[config.mk]
export PLATFORM = sky130hd
export DESIGN_NAME = hash_cu_top
export DESIGN_NICKNAME = d
export VERILOG_FILES = /design/src/hw/hash_cu_pkg.sv /design/src/hw/session_if.sv /design/src/hw/cmd_check.sv /design/src/hw/session_regs.sv /design/src/hw/hash_seq_fsm.sv /design/src/hw/hash_cu_top.sv
export VERILOG_INCLUDE_DIRS = /design/src /design/src/hw
export SDC_FILE = /design/constraint.sdc
export NUM_CORES = 1
export LEC_CHECK = 0
export ABC_CLOCK_PERIOD_IN_PS = 7140
export BUFFER_PORTS_ARGS = -buffer_cell sky130_fd_sc_hd__buf_2
export CORE_UTILIZATION = 50
export CTS_CLUSTER_SIZE = 12
export DETAILED_ROUTE_END_ITERATION = 12
export GPL_TIMING_DRIVEN = 0
export PLACE_DENSITY = 0.73
export SETUP_SLACK_MARGIN = 0.02
export SYNTH_ARGS = -nofsm -noshare
export SYNTH_HDL_FRONTEND = slang
export SYNTH_SLANG_ARGS = --single-unit
[constraint.sdc]
create_clock -name clk -period 7.14 [get_ports clk]
set_input_delay 1.071 -clock clk [delete_from_list [all_inputs] [get_ports clk]]
set_output_delay 1.071 -clock clk [all_outputs]
set_load 0.01 [all_outputs]
[src/hw/hash_cu_defs.svh]
`ifndef HASH_CU_DEFS_SVH
`define HASH_CU_DEFS_SVH

// Bus widths
`define HCU_OP_W        8
`define HCU_XFER_W      16
`define HCU_MSG_W       32
`define HCU_HOP_W       5

// Read opcode, checked before the indexed commands
`define HCU_CMD_READ    8'h80

// Command index in opcode bits 3..0, valid when bits 7..5 are zero
`define HCU_IDX_CLEAR   4'd0
`define HCU_IDX_S0_INIT 4'd1
`define HCU_IDX_S0_RECV 4'd2
`define HCU_IDX_S0_FINL 4'd3
`define HCU_IDX_S1_CERT 4'd4

// Hash opcode is {mode, sha384, phase}
`define HCU_MODE_S0     2'b10
`define HCU_MODE_S1     2'b00
`define HCU_PH_INIT     2'd0
`define HCU_PH_UPDATE   2'd1
`define HCU_PH_FINAL    2'd2

// Response codes; size and parameter errors share one code
`define HCU_ERR_NONE    2'd0
`define HCU_ERR_CMD     2'd1
`define HCU_ERR_SIZE    2'd2
`define HCU_ERR_PRM     2'd2

// Largest read length in bytes
`define HCU_RD_MAX      16'd48

`endif

[src/hw/hash_cu_pkg.sv]
`default_nettype none

`include "hash_cu_defs.svh"

package hash_cu_pkg;

   // L3 command fields
   typedef logic [`HCU_OP_W-1:0]   cmd_op_t;
   typedef logic [3:0]             cmd_idx_t;
   typedef logic [`HCU_XFER_W-1:0] xfer_size_t;

   // Running message length handed to the hash engine
   typedef logic [`HCU_MSG_W-1:0]  msg_size_t;

   typedef logic [`HCU_HOP_W-1:0]  hash_op_t;

   // Response code, also used for the checker verdict
   typedef logic [1:0]             resp_err_t;

endpackage

`default_nettype wire

[src/hw/session_if.sv]
`timescale 1ns/1ns
`default_nettype none

interface session_if;
   // Single-cycle strobes from the sequencer
   logic s0_set;
   logic s0_clr;
   logic s1_set;
   logic s1_clr;
   logic size0_clr;
   logic size0_add;
   logic size1_load;
   logic size1_clr;

   // Session state
   logic                   s0_vld;
   logic                   s1_vld;
   logic                   s0_384;
   logic                   s1_384;
   hash_cu_pkg::msg_size_t size0;
   hash_cu_pkg::msg_size_t size1;

   modport seq (
      output s0_set, s0_clr, s1_set, s1_clr, size0_clr, size0_add, size1_load, size1_clr,
      input  s0_384, s1_384, size0, size1
   );

   modport regs (
      input  s0_set, s0_clr, s1_set, s1_clr, size0_clr, size0_add, size1_load, size1_clr,
      output s0_vld, s1_vld, s0_384, s1_384, size0, size1
   );

   modport chk (
      input s0_vld, s1_vld
   );
endinterface

`default_nettype wire

[src/hw/cmd_check.sv]
`timescale 1ns/1ns
`default_nettype none

`include "hash_cu_defs.svh"

module cmd_check (
   input  wire                     clk,
   input  wire                     rst_n,
   input  wire                     cmd_take,
   input  hash_cu_pkg::cmd_op_t    cmd_op,
   input  hash_cu_pkg::xfer_size_t cmd_extend,
   input  hash_cu_pkg::xfer_size_t wr_size,
   session_if.chk                  sess,
   output hash_cu_pkg::cmd_idx_t   cmd_idx,
   output logic                    cmd_384,
   output logic                    cmd_is_read,
   output hash_cu_pkg::xfer_size_t cmd_wr_size,
   output hash_cu_pkg::resp_err_t  verdict
);

   hash_cu_pkg::cmd_op_t    op_q;
   hash_cu_pkg::xfer_size_t ext_q;
   hash_cu_pkg::xfer_size_t size_q;
   logic                    s0_busy_chk;

   always_ff @(posedge clk or negedge rst_n) begin
      if (!rst_n) begin
         op_q <= '0;
      end else if (cmd_take) begin
         op_q <= cmd_op;
      end
   end

   // Transfer lengths
   always_ff @(posedge clk) begin
      if (cmd_take) begin
         ext_q  <= cmd_extend;
         size_q <= wr_size;
      end
   end

   assign cmd_idx     = op_q[3:0];
   assign cmd_384     = op_q[4];
   assign cmd_is_read = (op_q == `HCU_CMD_READ);
   assign cmd_wr_size = size_q;

   // S0 data commands need S0 open and S1 idle
   assign s0_busy_chk = !sess.s0_vld || sess.s1_vld;

   always_comb begin
      verdict = `HCU_ERR_NONE;
      if (cmd_is_read) begin
         if ((size_q != '0) || (ext_q == '0) || (ext_q > `HCU_RD_MAX)) begin
            verdict = `HCU_ERR_SIZE;
         end
      end else if (op_q[7:5] != 3'd0) begin
         verdict = `HCU_ERR_CMD;
      end else begin
         case (op_q[3:0])
            `HCU_IDX_CLEAR: verdict = `HCU_ERR_NONE;
            `HCU_IDX_S0_INIT: begin
               // S1 has priority over a new S0
               if (sess.s1_vld) begin
                  verdict = `HCU_ERR_PRM;
               end else if (size_q != '0) begin
                  verdict = `HCU_ERR_SIZE;
               end
            end
            `HCU_IDX_S0_RECV: begin
               if (s0_busy_chk) begin
                  verdict = `HCU_ERR_PRM;
               end else if (size_q == '0) begin
                  verdict = `HCU_ERR_SIZE;
               end
            end
            `HCU_IDX_S0_FINL: begin
               if (s0_busy_chk) begin
                  verdict = `HCU_ERR_PRM;
               end else if (size_q != '0) begin
                  verdict = `HCU_ERR_SIZE;
               end
            end
            `HCU_IDX_S1_CERT: begin
               if (sess.s1_vld) begin
                  verdict = `HCU_ERR_PRM;
               end
            end
            default: verdict = `HCU_ERR_CMD;
         endcase
      end
   end

endmodule

`default_nettype wire

[src/hw/session_regs.sv]
`timescale 1ns/1ns
`default_nettype none

module session_regs (
   input  wire                     clk,
   input  wire                     rst_n,
   session_if.regs                 sess,
   input  hash_cu_pkg::xfer_size_t cmd_wr_size,
   input  wire                     cmd_384
);

   // S0 session flags, 384 mode latched at init
   always_ff @(posedge clk or negedge rst_n) begin
      if (!rst_n) begin
         sess.s0_vld <= 1'b0;
         sess.s0_384 <= 1'b0;
      end else if (sess.s0_clr) begin
         sess.s0_vld <= 1'b0;
      end else if (sess.s0_set) begin
         sess.s0_vld <= 1'b1;
         sess.s0_384 <= cmd_384;
      end
   end

   // S1 session flags
   always_ff @(posedge clk or negedge rst_n) begin
      if (!rst_n) begin
         sess.s1_vld <= 1'b0;
         sess.s1_384 <= 1'b0;
      end else if (sess.s1_clr) begin
         sess.s1_vld <= 1'b0;
      end else if (sess.s1_set) begin
         sess.s1_vld <= 1'b1;
         sess.s1_384 <= cmd_384;
      end
   end

   // Total bytes received on S0
   always_ff @(posedge clk or negedge rst_n) begin
      if (!rst_n) begin
         sess.size0 <= '0;
      end else if (sess.size0_clr) begin
         sess.size0 <= '0;
      end else if (sess.size0_add) begin
         sess.size0 <= sess.size0 + hash_cu_pkg::msg_size_t'(cmd_wr_size);
      end
   end

   // Certificate length, loaded once per S1 command
   always_ff @(posedge clk or negedge rst_n) begin
      if (!rst_n) begin
         sess.size1 <= '0;
      end else if (sess.size1_clr) begin
         sess.size1 <= '0;
      end else if (sess.size1_load) begin
         sess.size1 <= hash_cu_pkg::msg_size_t'(cmd_wr_size);
      end
   end

endmodule

`default_nettype wire

[src/hw/hash_seq_fsm.sv]
`timescale 1ns/1ns
`default_nettype none

`include "hash_cu_defs.svh"

module hash_seq_fsm (
   input  wire                     clk,
   input  wire                     rst_n,
   input  wire                     clr_hash,
   input  wire                     ss_expire,
   input  wire                     cmd_en,
   input  hash_cu_pkg::cmd_idx_t   cmd_idx,
   input  wire                     cmd_384,
   input  wire                     cmd_is_read,
   input  hash_cu_pkg::resp_err_t  verdict,
   input  wire                     hash_update,
   input  wire                     msg_update,
   input  wire                     h_buf_rdy,
   input  wire                     m_buf_rdy,
   input  wire                     hash_rdy,
   input  wire                     hash_done,
   session_if.seq                  sess,
   output logic                    cmd_take,
   output logic                    cmd_rdy,
   output logic                    wr_open,
   output logic                    rd_open,
   output logic                    resp_done,
   output hash_cu_pkg::resp_err_t  resp_err,
   output logic                    rcv_clr,
   output logic                    hash_finish,
   output logic                    h_buf_clr,
   output logic                    h_buf_en,
   output logic                    h_buf_wrm,
   output logic                    m_buf_en,
   output logic                    m_buf_clr,
   output hash_cu_pkg::hash_op_t   hash_op,
   output logic                    hash_en,
   output logic                    hash_clr,
   output hash_cu_pkg::msg_size_t  msg_size
);

   typedef enum logic [3:0] {
      IDLE,
      EXEC,
      RESP_ERR,
      CLEAR,
      S0_HASH_WRD,
      S0_HASH_FIN,
      S1_HASH_CERT,
      S1_HASH_FINAL,
      DONE
   } state_t;

   state_t state;
   state_t state_nxt;

   // Forced clear wins over any state
   always_ff @(posedge clk or negedge rst_n) begin
      if (!rst_n) begin
         state <= IDLE;
      end else if (clr_hash || ss_expire) begin
         state <= CLEAR;
      end else begin
         state <= state_nxt;
      end
   end

   always_comb begin
      state_nxt       = state;
      cmd_take        = 1'b0;
      cmd_rdy         = 1'b0;
      wr_open         = 1'b0;
      rd_open         = 1'b0;
      resp_done       = 1'b0;
      resp_err        = `HCU_ERR_NONE;
      rcv_clr         = 1'b0;
      hash_finish     = 1'b0;
      h_buf_clr       = 1'b0;
      h_buf_en        = 1'b0;
      h_buf_wrm       = 1'b0;
      m_buf_en        = 1'b0;
      m_buf_clr       = 1'b0;
      hash_op         = '0;
      hash_en         = 1'b0;
      hash_clr        = 1'b0;
      msg_size        = '0;
      sess.s0_set     = 1'b0;
      sess.s0_clr     = 1'b0;
      sess.s1_set     = 1'b0;
      sess.s1_clr     = 1'b0;
      sess.size0_clr  = 1'b0;
      sess.size0_add  = 1'b0;
      sess.size1_load = 1'b0;
      sess.size1_clr  = 1'b0;

      case (state)
         IDLE: begin
            cmd_rdy  = 1'b1;
            cmd_take = cmd_en;
            if (cmd_en) begin
               state_nxt = EXEC;
            end
         end
         EXEC: begin
            if (verdict != `HCU_ERR_NONE) begin
               state_nxt = RESP_ERR;
            end else if (cmd_is_read) begin
               // Read has no response of its own
               rd_open   = 1'b1;
               state_nxt = IDLE;
            end else begin
               case (cmd_idx)
                  `HCU_IDX_S0_INIT: begin
                     h_buf_clr      = 1'b1;
                     sess.s0_set    = 1'b1;
                     sess.size0_clr = 1'b1;
                     hash_op        = {`HCU_MODE_S0, cmd_384, `HCU_PH_INIT};
                     hash_en        = 1'b1;
                     state_nxt      = S0_HASH_WRD;
                  end
                  `HCU_IDX_S0_RECV: begin
                     // Write data goes to the header buffer
                     sess.size0_add = 1'b1;
                     h_buf_en       = 1'b1;
                     wr_open        = 1'b1;
                     state_nxt      = S0_HASH_WRD;
                  end
                  `HCU_IDX_S0_FINL: begin
                     hash_finish = 1'b1;
                     state_nxt   = S0_HASH_FIN;
                  end
                  `HCU_IDX_S1_CERT: begin
                     sess.s1_set     = 1'b1;
                     sess.size1_load = 1'b1;
                     wr_open         = 1'b1;
                     m_buf_en        = 1'b1;
                     hash_op         = {`HCU_MODE_S1, cmd_384, `HCU_PH_INIT};
                     hash_en         = 1'b1;
                     state_nxt       = S1_HASH_CERT;
                  end
                  // Clear command
                  default: state_nxt = CLEAR;
               endcase
            end
         end
         RESP_ERR: begin
            rcv_clr   = 1'b1;
            resp_done = 1'b1;
            resp_err  = verdict;
            state_nxt = IDLE;
         end
         CLEAR: begin
            resp_done      = 1'b1;
            rcv_clr        = 1'b1;
            hash_clr       = 1'b1;
            h_buf_clr      = 1'b1;
            m_buf_clr      = 1'b1;
            sess.s0_clr    = 1'b1;
            sess.s1_clr    = 1'b1;
            sess.size0_clr = 1'b1;
            sess.size1_clr = 1'b1;
            state_nxt      = IDLE;
         end
         S0_HASH_WRD: begin
            hash_op   = {`HCU_MODE_S0, sess.s0_384, `HCU_PH_UPDATE};
            // Engine writes back the intermediate digest
            h_buf_wrm = hash_done;
            if (hash_update) begin
               hash_en = 1'b1;
            end else if (h_buf_rdy && hash_rdy) begin
               state_nxt = DONE;
            end
         end
         S0_HASH_FIN: begin
            hash_op  = {`HCU_MODE_S0, sess.s0_384, `HCU_PH_FINAL};
            msg_size = sess.size0;
            if (hash_rdy) begin
               hash_en   = 1'b1;
               state_nxt = DONE;
            end
         end
         S1_HASH_CERT: begin
            hash_op = {`HCU_MODE_S1, sess.s1_384, `HCU_PH_UPDATE};
            if (msg_update) begin
               hash_en = 1'b1;
            end else if (m_buf_rdy && hash_rdy) begin
               state_nxt = S1_HASH_FINAL;
            end
         end
         S1_HASH_FINAL: begin
            hash_op  = {`HCU_MODE_S1, sess.s1_384, `HCU_PH_FINAL};
            msg_size = sess.size1;
            if (hash_rdy) begin
               hash_en   = 1'b1;
               state_nxt = DONE;
            end
         end
         DONE: begin
            // Any hash command releases S1
            if (hash_rdy) begin
               resp_done      = 1'b1;
               m_buf_clr      = 1'b1;
               sess.s1_clr    = 1'b1;
               sess.size1_clr = 1'b1;
               state_nxt      = IDLE;
            end
         end
         default: state_nxt = IDLE;
      endcase
   end

endmodule

`default_nettype wire

[src/hw/hash_cu_top.sv]
`timescale 1ns/1ns
`default_nettype none

module hash_cu_top (
   input  wire                     clk,
   input  wire                     rst_n,
   input  wire                     clr_hash,
   input  wire                     ss_expire,
   // L3 command port
   input  wire                     cmd_en,
   input  hash_cu_pkg::cmd_op_t    cmd_op,
   input  hash_cu_pkg::xfer_size_t cmd_extend,
   input  hash_cu_pkg::xfer_size_t wr_size,
   output logic                    cmd_rdy,
   output logic                    wr_open,
   output logic                    rd_open,
   output logic                    resp_done,
   output hash_cu_pkg::resp_err_t  resp_err,
   output logic                    rcv_clr,
   // Hash engine and buffers
   input  wire                     hash_update,
   input  wire                     msg_update,
   input  wire                     h_buf_rdy,
   input  wire                     m_buf_rdy,
   input  wire                     hash_rdy,
   input  wire                     hash_done,
   output logic                    hash_finish,
   output logic                    h_buf_clr,
   output logic                    h_buf_en,
   output logic                    h_buf_wrm,
   output logic                    m_buf_en,
   output logic                    m_buf_clr,
   output hash_cu_pkg::hash_op_t   hash_op,
   output logic                    hash_en,
   output logic                    hash_clr,
   output hash_cu_pkg::msg_size_t  msg_size
);

   session_if sess ();

   logic                    cmd_take;
   hash_cu_pkg::cmd_idx_t   cmd_idx;
   logic                    cmd_384;
   logic                    cmd_is_read;
   hash_cu_pkg::xfer_size_t cmd_wr_size;
   hash_cu_pkg::resp_err_t  verdict;

   cmd_check u_cmd_check (
      .clk         (clk),
      .rst_n       (rst_n),
      .cmd_take    (cmd_take),
      .cmd_op      (cmd_op),
      .cmd_extend  (cmd_extend),
      .wr_size     (wr_size),
      .sess        (sess.chk),
      .cmd_idx     (cmd_idx),
      .cmd_384     (cmd_384),
      .cmd_is_read (cmd_is_read),
      .cmd_wr_size (cmd_wr_size),
      .verdict     (verdict)
   );

   session_regs u_session_regs (
      .clk         (clk),
      .rst_n       (rst_n),
      .sess        (sess.regs),
      .cmd_wr_size (cmd_wr_size),
      .cmd_384     (cmd_384)
   );

   hash_seq_fsm u_hash_seq_fsm (
      .clk         (clk),
      .rst_n       (rst_n),
      .clr_hash    (clr_hash),
      .ss_expire   (ss_expire),
      .cmd_en      (cmd_en),
      .cmd_idx     (cmd_idx),
      .cmd_384     (cmd_384),
      .cmd_is_read (cmd_is_read),
      .verdict     (verdict),
      .hash_update (hash_update),
      .msg_update  (msg_update),
      .h_buf_rdy   (h_buf_rdy),
      .m_buf_rdy   (m_buf_rdy),
      .hash_rdy    (hash_rdy),
      .hash_done   (hash_done),
      .sess        (sess.seq),
      .cmd_take    (cmd_take),
      .cmd_rdy     (cmd_rdy),
      .wr_open     (wr_open),
      .rd_open     (rd_open),
      .resp_done   (resp_done),
      .resp_err    (resp_err),
      .rcv_clr     (rcv_clr),
      .hash_finish (hash_finish),
      .h_buf_clr   (h_buf_clr),
      .h_buf_en    (h_buf_en),
      .h_buf_wrm   (h_buf_wrm),
      .m_buf_en    (m_buf_en),
      .m_buf_clr   (m_buf_clr),
      .hash_op     (hash_op),
      .hash_en     (hash_en),
      .hash_clr    (hash_clr),
      .msg_size    (msg_size)
   );

endmodule

`default_nettype wire

==> out/qor.csv <==
stage,metric,value,unit
pwr,pwr-share-comb,14.7,%
global_routing,grt_pass1_vias,4539,
worst_setup_path,r2r-start,u_cmd_check.ext_q[7],
detailed_routing,drtIter0Drc,282,
worst_setup_path,crit_path_max_incr_delay,0.71,ns
place,io_buffers,101,
die,boundaryPins,103,
die,dieArea,11200,µm²
detailed_routing,ant_nets,0,
place,gp_congestion,0.940,
worst_setup_path,worstSetupStartpointType,flip-flop,
layout,multiInputGateArea,2650,µm²
cts,clkSinkCount,96,
worst_setup_path,reg2reg_to,u_session_regs.sess.size1[10],
cts,clockBufferDepth,2,
worst_setup_path,end_kind,output pin,
worst_setup_path,critPathKind,flip-flop to output pin,
synthesis,syn_inst,556,
synthesis,yosysSeqAreaShare,47.7,%
die,initial_core_util,51.8,%
layout,num_antenna_cells,0,
worst_setup_path,reg2reg_depth,7,
die,die_h,106,µm
detailed_routing,routed_via_density,5.88,
min_path,hold_path_end,u_session_regs.sess.s1_384,
timing,slew_headroom,17.1,%
synthesis,yosys_warnings,0,
timing,fmax,0.206,GHz
timing,drv_slew,0,
layout,drive_gt1_share,20.9,%
cts,cts_resized,0,
cts,clock_latency,0.37,ns
cts,cts_max_level,3,
global_routing,antenna_found_initial,0,
global_routing,grt_pass1_wl,22.2,mm
layout,nFillCells,918,
flow_run,cap_viol_max_count,0,
layout,final_core_util,60.6,%
min_path,hold_depth,1,
synthesis,synth_most_common_cell,nand2_1,
status,status,completed,
layout,area_delta_synth_final,16.9,%
worst_setup_path,path_max_fanout,8,
timing,post-route-period-util,67.9,%
cts,cts_tree,done,
detailed_routing,drc,0,
detailed_routing,vias,4760,
worst_setup_path,path_cells,or4_1 -> nor4_1 -> a2111oi_2 -> or3_1 -> nor4_2 -> nor2_1 -> o22ai_1 -> buf_2,
place,place_hpwl,9.78,mm
synthesis,ys.flop_type,dfrtp_1,
global_routing,grt_max_degree,65,
timing,tns,0,ns
worst_setup_path,arrival,3.77,ns
cts,path_clk_slew,0.09,ns
detailed_routing,drtPass1Iterations,4,
die,die_x,106,µm
detailed_routing,totalWireLength,13.5,mm
die,core-area,10400,µm²
layout,fin_nets,737,
pwr,power_frac_seq,52.0,%
layout,regArea,2560,µm²
synthesis,synth_nets,624,
die,rows,37,
synthesis,synth_commonest_cells,"nand2_1 (71), dfrtp_1 (64), o21ai_0 (53)",
min_path,hp-class,flip-flop to flip-flop,
timing,hold_viol_final,0,
pwr,power.density,186,nW/µm²
synthesis,async_flop_share,66.7,%
worst_setup_path,reg2reg_slack,3.58,ns
timing,rsz0062_at_grt,false,
pwr,netSwitchingFraction,27.1,%
global_routing,grt.total_usage,25.3,%
synthesis,ys_ff_latch,96,
pwr,p_int,0.000852,W
worst_setup_path,crit_slowest_cell,nor4_2,
global_routing,grt-ovfl-total,0,
cts,cts_root_buf,clkbuf_8,
timing,clock_skew,0.0131,ns
synthesis,ys_types,62,
worst_setup_path,required,6.07,ns
timing,worst_pin_slew,1.21,ns
pwr,clock_power_share,33.3,%
synthesis,synth_edf_count,32,
min_path,hp-start,u_session_regs.sess.s1_384,
timing,period_minus_slack,4.85,ns
cts,cts_buffers,9,
pwr,ir_drop,0.000105,V
synthesis,synth.top_cell.area_share,29.8,%
detailed_routing,wl_per_cell,16.7,µm
cts,holdBufCountCts,0,
synthesis,synth_top_area_cell,dfrtp_1,
pwr,switching_power,0.000317,W
synthesis,syn_area,5370,µm²
synthesis,ys_top_cells_by_area,"dfrtp_1 (30%), edfxtp_1 (18%), nand2_1 (5.0%), o21ai_0 (4.9%), ha_1 (3.7%)",
cts,post-cts-setup-buffer-count,0,
timing,finalSetupViolCount,0,
synthesis,synth.avg_cell_area,9.66,µm²
pwr,p_leak,2.86,nW
==> worst max-delay path: cells and delay by family (launching register included) <==
family,cells,cell delay [ns]
compound gates,2,0.38
flops,1,0.37
buf+inv,1,0.16
simple gates,5,2.49
==> layout make-up <==
| cell class | count | area share (%) |
|---|---|---|
| plain buffers | 25 | 1.63 |
| well taps | 136 | 2.71 |
| clock buffers | 10 | 2.03 |
| clock inverters | 6 | 1.33 |
| repair buffers | 102 | 8.41 |
| flip-flops and latches | 96 | 40.8 |
| multi-input cells | 419 | 42.1 |
| inverters | 16 | 0.956 |
==> placed cells by master (no fill, tap or decap), drive strengths merged, types with 4 or more instances in the layout <==
| master | netlist | final |
|---|---|---|
| a21o | 8 | 8 |
| xnor2 | 5 | 5 |
| nand2 | 71 | 71 |
| a21oi | 37 | 37 |
| o21ai | 55 | 55 |
| ha | 16 | 16 |
| o31ai | 11 | 11 |
| nor3 | 11 | 11 |
| clkbuf | 19 | 29 |
| edfxtp | 32 | 32 |
| nor2 | 36 | 36 |
| a211oi | 5 | 5 |
| nand3 | 14 | 14 |
| inv | 16 | 16 |
| o211ai | 10 | 10 |
| and3 | 18 | 18 |
| nor4 | 12 | 12 |
| clkinv | 0 | 4 |
| buf | 6 | 108 |
| dfrtp | 64 | 64 |
| mux2i | 20 | 20 |
| nor2b | 4 | 4 |
| mux2 | 9 | 9 |
| or2 | 4 | 4 |
| nand2b | 9 | 9 |
| or4 | 15 | 15 |
| xor2 | 10 | 10 |
==> how the worst max path moves through the flow <==
stage                      end  slack, ns                 start
global placement    hash_op[2]       2.72  u_cmd_check.ext_q[7]
detailed placement  hash_op[2]       2.75  u_cmd_check.ext_q[7]
finish              hash_op[2]       2.29  u_cmd_check.ext_q[7]
global route        hash_op[2]       1.97  u_cmd_check.ext_q[7]
floorplan           hash_op[2]       3.56  u_cmd_check.ext_q[7]
CTS                 hash_op[2]       2.32  u_cmd_check.ext_q[7]
==> flip-flops by register name (all words and copies together) (netlist names) <==
name / count
u_hash_seq_fsm.state: 4
u_session_regs.sess.s0_384: 1
u_cmd_check.op_q: 8
u_cmd_check.ext_q: 16
u_session_regs.sess.size0: 32
u_session_regs.sess.size1: 16
u_session_regs.sess.s1_384: 1
u_session_regs.sess.s1_vld: 1
u_cmd_check.cmd_wr_size: 16
u_session_regs.sess.s0_vld: 1
==> metal layers <==
| layer | vias to the layer above | global-route usage, % | part of all wire (%) |
|---|---|---|---|
| met3 | 23 | 4.45 | 6.4 |
| li1 | 2278 | - | - |
| met4 | 0 | 7.94 | 1.7 |
| met5 | - | 0 | 0 |
| met2 | 162 | 41.4 | 48 |
| met1 | 2297 | 34.2 | 44 |
==> power groups by stage <==
stage,sequential (W),clock [W],combinational (W)
detailed placement,0.000619,0,0.000169
global route,0.000611,0.000413,0.000191
finish,0.000608,0.000389,0.000172
CTS,0.000608,0.000394,0.000170
floorplan,0.000614,0,0.000114
global placement,0.000617,0,0.000164
==> kinds of logic after synthesis <==
kind of cell | share of synthesized area, %
buf+inv | 3.03
fa+ha+maj | 4.10
compound gates | 16.5
xor+xnor | 2.45
mux | 5.61
flops | 47.7
other cells | 0.0698
simple gates | 20.5
==> through the flow <==
| stage | area [µm²] | worst slack [ns] | std cells | hold slack, ns | total power (W) |
|---|---|---|---|---|---|
| 6_report | 6280 | 2.29 | 810 | 0.521 | 0.00117 |
| 5_1_grt | 6280 | 1.97 | 810 | 0.541 | 0.00121 |
| 4_1_cts | 6260 | 2.32 | 809 | 0.522 | 0.00117 |
| 3_5_place_dp | 6050 | 2.75 | 793 | 0.500 | 0.000788 |
| 3_3_place_gp | 6050 | 2.72 | 793 | 0.488 | 0.000781 |
| 2_1_floorplan | 5370 | 3.56 | 556 | 0.477 | 0.000727 |
Power figures use the tool's default switching activity.
